[src/common/l2_pkg.sv]
package l2_pkg;

    // word and byte-lane sizes shared by the whole memory side
    localparam int DATA_WIDTH = 32;
    localparam int BE_WIDTH = DATA_WIDTH / 8;

    // operation carried by a requester channel
    typedef enum logic {
        L2_READ  = 1'b0,
        L2_WRITE = 1'b1
    } l2_op_t;

    // l2_to_bram transfer sequence
    typedef enum logic [1:0] {
        XFER_IDLE    = 2'b00,
        XFER_ACCESS  = 2'b01,
        XFER_RESPOND = 2'b10
    } l2_xfer_state_t;

endpackage

[src/common/l2_memory_if.sv]
interface l2_memory_if #(
    parameter int BRAM_DEPTH = 1024
);
    import l2_pkg::*;

    localparam int ADDR_WIDTH = $clog2(BRAM_DEPTH);

    // granted request, held until ack
    logic request;
    l2_op_t op;
    logic [ADDR_WIDTH-1:0] addr;
    logic [DATA_WIDTH-1:0] wdata;
    logic [BE_WIDTH-1:0] be;

    // response from the memory adaptor
    logic ack;
    logic rvalid;
    logic [DATA_WIDTH-1:0] rdata;

    modport arbiter (output request, op, addr, wdata, be, input ack, rvalid, rdata);
    modport memory (input request, op, addr, wdata, be, output ack, rvalid, rdata);

endinterface

[src/common/local_memory_if.sv]
interface local_memory_if #(
    parameter int BRAM_DEPTH = 1024
);
    import l2_pkg::*;

    localparam int ADDR_WIDTH = $clog2(BRAM_DEPTH);

    logic en;
    logic [ADDR_WIDTH-1:0] addr;
    logic [BE_WIDTH-1:0] be;
    logic [DATA_WIDTH-1:0] data_in;
    // registered, valid the cycle after en
    logic [DATA_WIDTH-1:0] data_out;

    modport master (output en, addr, be, data_in, input data_out);
    modport ram (input en, addr, be, data_in, output data_out);

endinterface

[src/l2_arbiter/l2_to_bram.sv]
module l2_to_bram #(
    parameter int BRAM_DEPTH = 1024
) (
    input logic clk,
    input logic reset,
    l2_memory_if.memory mem,
    local_memory_if.master ram
);
    import l2_pkg::*;

    localparam int ADDR_WIDTH = $clog2(BRAM_DEPTH);

    l2_xfer_state_t state;
    l2_xfer_state_t next_state;

    // fields of the accepted request
    l2_op_t op_q;
    logic [ADDR_WIDTH-1:0] addr_q;
    logic [DATA_WIDTH-1:0] wdata_q;
    logic [BE_WIDTH-1:0] be_q;

    always_comb begin
        next_state = state;
        case (state)
            XFER_IDLE: begin
                if (mem.request) begin
                    next_state = XFER_ACCESS;
                end
            end
            XFER_ACCESS: begin
                // writes finish with the ack
                next_state = (op_q == L2_READ) ? XFER_RESPOND : XFER_IDLE;
            end
            XFER_RESPOND: begin
                next_state = XFER_IDLE;
            end
            default: begin
                next_state = XFER_IDLE;
            end
        endcase
    end

    always_ff @(posedge clk) begin
        if (reset) begin
            state <= XFER_IDLE;
        end else begin
            state <= next_state;
        end
    end

    always_ff @(posedge clk) begin
        if (state == XFER_IDLE && mem.request) begin
            op_q <= mem.op;
            addr_q <= mem.addr;
            wdata_q <= mem.wdata;
            be_q <= mem.be;
        end
    end

    // one port B access per transfer and no written lanes on reads
    assign ram.en = (state == XFER_ACCESS);
    assign ram.addr = addr_q;
    assign ram.be = (op_q == L2_WRITE) ? be_q : '0;
    assign ram.data_in = wdata_q;

    assign mem.ack = (state == XFER_ACCESS);
    // RAM output register holds the word read in XFER_ACCESS
    assign mem.rvalid = (state == XFER_RESPOND);
    assign mem.rdata = ram.data_out;

endmodule

[src/flat_wrapper.sv]
// flat-port wrapper written by rule: the top's interface ports become plain ports
module l2_to_bram_flat import l2_pkg::*;
#(
    parameter int BRAM_DEPTH = 1024
)
  (clk, reset, mem_request, mem_op, mem_addr, mem_wdata, mem_be, mem_ack, mem_rvalid, mem_rdata, ram_en, ram_addr, ram_be, ram_data_in, ram_data_out);
  l2_memory_if #(.BRAM_DEPTH(BRAM_DEPTH)) mem_i ();
  local_memory_if #(.BRAM_DEPTH(BRAM_DEPTH)) ram_i ();
  input logic clk;
  input logic reset;
  input wire logic [$bits(mem_i.request)-1:0] mem_request;
  input wire logic [$bits(mem_i.op)-1:0] mem_op;
  input wire logic [$bits(mem_i.addr)-1:0] mem_addr;
  input wire logic [$bits(mem_i.wdata)-1:0] mem_wdata;
  input wire logic [$bits(mem_i.be)-1:0] mem_be;
  output wire logic [$bits(mem_i.ack)-1:0] mem_ack;
  output wire logic [$bits(mem_i.rvalid)-1:0] mem_rvalid;
  output wire logic [$bits(mem_i.rdata)-1:0] mem_rdata;
  output wire logic [$bits(ram_i.en)-1:0] ram_en;
  output wire logic [$bits(ram_i.addr)-1:0] ram_addr;
  output wire logic [$bits(ram_i.be)-1:0] ram_be;
  output wire logic [$bits(ram_i.data_in)-1:0] ram_data_in;
  input wire logic [$bits(ram_i.data_out)-1:0] ram_data_out;
  assign mem_i.request = mem_request;
  assign mem_i.op = mem_op;
  assign mem_i.addr = mem_addr;
  assign mem_i.wdata = mem_wdata;
  assign mem_i.be = mem_be;
  assign mem_ack = mem_i.ack;
  assign mem_rvalid = mem_i.rvalid;
  assign mem_rdata = mem_i.rdata;
  assign ram_en = ram_i.en;
  assign ram_addr = ram_i.addr;
  assign ram_be = ram_i.be;
  assign ram_data_in = ram_i.data_in;
  assign ram_i.data_out = ram_data_out;
  l2_to_bram #(.BRAM_DEPTH(BRAM_DEPTH)) u_core (.clk(clk), .reset(reset), .mem(mem_i), .ram(ram_i));
endmodule
[config.mk]
export PLATFORM = sky130hd
export DESIGN_NAME = l2_to_bram_flat
export DESIGN_NICKNAME = d
export VERILOG_FILES = /design/src/common/l2_pkg.sv /design/src/common/l2_memory_if.sv /design/src/common/local_memory_if.sv /design/src/l2_arbiter/l2_to_bram.sv /design/src/flat_wrapper.sv
export SDC_FILE = /design/constraint.sdc
export NUM_CORES = 1
export LEC_CHECK = 0
export BUFFER_PORTS_ARGS = -buffer_cell sky130_fd_sc_hd__buf_2
export CAP_MARGIN = 20
export CELL_PAD_IN_SITES_DETAIL_PLACEMENT = 1
export CELL_PAD_IN_SITES_GLOBAL_PLACEMENT = 2
export CORE_MARGIN = 5
export CORE_UTILIZATION = 21
export CTS_CLUSTER_DIAMETER = 120
export CTS_CLUSTER_SIZE = 16
export DETAILED_ROUTE_END_ITERATION = 16
export GPL_ROUTABILITY_DRIVEN = 0
export PLACE_DENSITY_LB_ADDON = 0.1
export SLEW_MARGIN = 10
export SYNTH_ARGS = -nofsm -noshare
export SYNTH_HDL_FRONTEND = slang
export SYNTH_SLANG_ARGS = --single-unit
[constraint.sdc]
create_clock -name clk -period 6.68 [get_ports clk]
set_clock_uncertainty 0.2 [all_clocks]
set_input_delay 1.336 -clock clk [delete_from_list [all_inputs] [get_ports clk]]
set_output_delay 1.336 -clock clk [all_outputs]
set_load 0.05 [all_outputs]
# After elaboration in Yosys (flattened, before gate mapping)
# Cells that the tools add are included.
[op_classes] n_eq_ne=3 mux=4 reduce_logical=2
[ops] operator="$mux W2" n=2
[ops] operator="$mux W4" n=1
[ops] operator="$pmux W2 S2" n=1
[ops] operator="$eq A2 B1 Y1 const B" n=1
[ops] operator="$eq A2 B2 Y1 const B" n=1
[ops] operator="$logic_not A2 Y1" n=1
[ops] operator="$ne A2 B2 Y1 const B" n=1
[ops] operator="$logic_and A1 B1 Y1" n=1
[totals] ff_bits=49 wordCells=14

# Depth between registers and ports, before layout
[logic_depth] ltp_word=2 ltp_mapped=2

# Worst setup path after synthesis
# OpenSTA, ideal clock, no wires.
[synth_timing] path_type="input port to flip-flop" start="in mem_request" end="reg u_core.be_q[0], enable pin" setup_time_ns=0.519 arrival_time_ns=4.766 path_slack_ns=1.195 cell_stages=1 n_path_buf=0 cell_sequence="nor3b_1"
[synth_via] elab_chain_len=1
[synth_rtl] element="start: declaration" line_no="flat_wrapper.sv:11" text="input wire logic [$bits(mem_i.request)-1:0] mem_request;"
[synth_rtl] element="$logic_and A1 B1 Y1" line_no="l2_to_bram.sv:52" text="if (state == XFER_IDLE && mem.request) begin"
[synth_rtl] element="end signal: assignment" line_no="l2_to_bram.sv:56" text="be_q <= mem.be;"
[synth_rtl] element="end: declaration" line_no="l2_to_bram.sv:20" text="logic [BE_WIDTH-1:0] be_q;"
# Every way passes these cells.
# A chain may end at the register's enable or synchronous reset.

# Worst setup path in the final report
[layout_timing] start="in ram_data_out[9]" end="out mem_rdata[9]"
[layout_lines] element="start: declaration" line_no="flat_wrapper.sv:23" text="input wire logic [$bits(ram_i.data_out)-1:0] ram_data_out;"
[layout_lines] element="end: declaration" line_no="flat_wrapper.sv:18" text="output wire logic [$bits(mem_i.rdata)-1:0] mem_rdata;"
# No word-level cell between the ends.

==> results by group <==
Outcome
  – Status: finished clean

Clock tree
  – Clock Latency Late Sink: 0.28 ns
  – CTS Buf Count: 5
  – Setup bufs post-CTS: 0
  – Cts hold-fix bufs: 0
  – Clk root buf: clkbuf_8
  – H-tree depth: 2
  – Cts repair resizes: 0
  – Clock Path Buffers: 2
  – CTS tree: built
  – Clock sinks: 49
  – Clock-pin slew on the worst setup and hold paths: 0.08 ns

Synthesis
  – Syn avg cell area: a little under 20 um2
  – Cell variety after synth: 8
  – Synth Net Count: 173
  – Most common cell in the netlist: edfxtp_1
  – Synthesized area: 0.00176 mm2
  – Sequential share of the synthesized area: 82.3%
  – Synth top area share: 80.1%
  – Cells after synthesis: 91
  – Yosys warns: 0
  – EDFF count, synth: between 40 and 50
  – Yosys reg bits: between 40 and 50
  – Largest cells by area after synthesis: edfxtp_1 (80%), buf_4 (14%), dfxtp_1 (2.3%)
  – Post-synth top flop: edfxtp_1
  – Commonest cells post-synth: edfxtp_1 (47), buf_4 (33), and2_1 (4)
  – Asr flop ratio synth: 0%
  – Synth area leader: edfxtp_1

Worst setup path
  – Type of origin of the critical path: input port
  – Critical Path Sink Type: output port
  – Critical Path Sink: mem_rdata[9]
  – Crit. Startpoint: ram_data_out[9]
  – RR Startpoint: u_core.state[1]
  – CP Data Required Time: about 5 ns
  – Reg-to-reg endpoint: u_core.ram.addr[6]
  – Reg2reg setup slack: 5.05 ns
  – R2R depth: 2
  – Worst path depth: 0
  – CP arrival: 1.34 ns
  – Crit path max fanout: 1
  – Critical setup path kind: in -> out

STA
  – Period utilization: 43.0%
  – Slew HR: between 60% and 70%
  – RSZ-0062 raised after global routing: false
  – Final setup TNS: 0 ns
  – Final max-slew violation count: 0
  – Finish-stage setup viols: 0
  – Worst-Margin Slew: 0.596 ns
  – Max Freq: approximately 0.35 GHz
  – Final min period: 2.87 ns
  – Hold Fails Final Rpt: 0

GRT
  – GRT Residual Overflow: 0
  – Vias in the first global route: 1,123
  – All-Layer GR Usage: approximately 6.9%
  – Global-route wire length before repair: 5390 um
  – Initial antenna violation count: 0
  – Largest net degree at the start of global routing: 48

Job
  – Max-Cap Viols: 0

Floorplanning
  – Site Rows: 33
  – Chip width: 102 um
  – Initial Utilization: a little over a fifth
  – Die area: 0.0103 mm2
  – Die height: 102 um
  – I/O pins: 163
  – Core area: 0.00822 mm2

Power
  – Max VDD drop: 107 uV
  – Reg power frac: 54.5%
  – Combinational Power Share: 15.8%
  – Clock power share: 29.7%
  – Sw power: between 0.00015 and 0.0002 W
  – Sw Ratio: 26.4%
  – P_leak: 0.946 nW
  – Internal: 0.000491 W
  – Power Density: 296 mW/mm2

Final layout
  – Finished Cell Area: approximately 0.0023 mm2
  – Layout cells sized above 1: 65.2%
  – Layout area overhead: 27.8%
  – Fin nets: 246
  – Ant. Diodes: 0
  – Fillers: 902

Detailed routing
  – Post-Route WL: 3720 um
  – DRC violations left: 0
  – Drt pass-1 iters: 2
  – Via/cell ratio: 3.70
  – Avg WL per Cell: between 10 and 15 um
  – DR vias: 996
  – Final antenna-violating net count: 0
  – Initial DRC count: 6

Placed design
  – # port buffers: 98
  – Area of placed instances: 0.00215 mm2
  – Final HPWL DP: between 2000 and 3000 um

Hold path
  – Worst hold-check path type: reg -> reg
worst register-to-register path, stage by stage (launching register included):
cell and delay [ns]:
dfxtp_1 0.35, nor3b_2 0.18, buf_4 0.51
through the flow:
step	util, %	hold WS, ns	worst slack, ns	total power, W	cells
after floorplan	-	0.250	1.19	0.000497	91
after global placement	26.2	0.280	3.81	0.000477	262
after detailed placement	26.2	0.299	3.81	0.000479	262
after CTS	27.4	0.311	3.81	0.000682	269
after global routing	27.4	0.346	3.81	0.000699	269
final	27.4	0.308	3.81	0.000667	269
layout make-up:
class                           instances  area, um2  share of cell area (%)
Sequential cell                        49       1450                    64.4
Timing Repair Buffer                   99        498                    22.1
Tap cell                              105        131                    5.83
Multi-Input combinational cell          9       68.8                    3.05
Clock buffer                            5       68.8                    3.05
Clock inverter                          2       35.0                    1.55
kinds of logic after synthesis:
group | after synthesis | share of synthesized area [%]
flops | 49 | 82.3
simple gates | 9 | 3.62
buf+inv | 33 | 14.1
power groups by stage:
stage	registers [W]	clock network [W]	logic (W)
final	0.000364	0.000198	0.000105
after global routing	0.000366	0.000223	0.000111
after CTS	0.000364	0.000210	0.000108
after detailed placement	0.000371	0	0.000107
after global placement	0.000370	0	0.000106
after floorplan	0.000428	0	0.0000684
layer usage:
layer / up-vias / global-route usage, % / routed length (um)
met5: - / 0 / 0
met4: 0 / 3.17 / 62
met3: 18 / 5.79 / 688
met2: 84 / 11.5 / 1790
met1: 457 / 5.98 / 1180
li1: 437 / - / -
layout by cell type (no fill, tap or decap):
cell	count
buf_2	98
nor3b_2	1
clkinv_2	1
and2_1	4
bufinv_16	1
edfxtp_1	47
dfxtp_1	2
nor4b_1	2
nor2b_1	1
clkbuf_8	5
and2b_1	1
buf_4	1
how the worst min path moves through the flow:
stage,slack (ns),start,to,cells past startpoint
2_1_floorplan,0.25,u_core.state[1],u_core.state[0],1
3_3_place_gp,0.28,u_core.state[1],u_core.state[1],1
5_1_grt,0.35,u_core.state[0],u_core.state[0],1
4_1_cts,0.31,u_core.state[1],u_core.state[1],1
6_report,0.31,u_core.op_q,u_core.state[1],1
3_5_place_dp,0.30,u_core.state[1],u_core.state[1],1
sequential cells by signal (all words and copies together), names as in the netlist:
register,cells
u_core.be_q,4
u_core.op_q,1
u_core.ram.addr,10
u_core.ram.data_in,32
u_core.state,2
(Power assumes the default switching activity.)
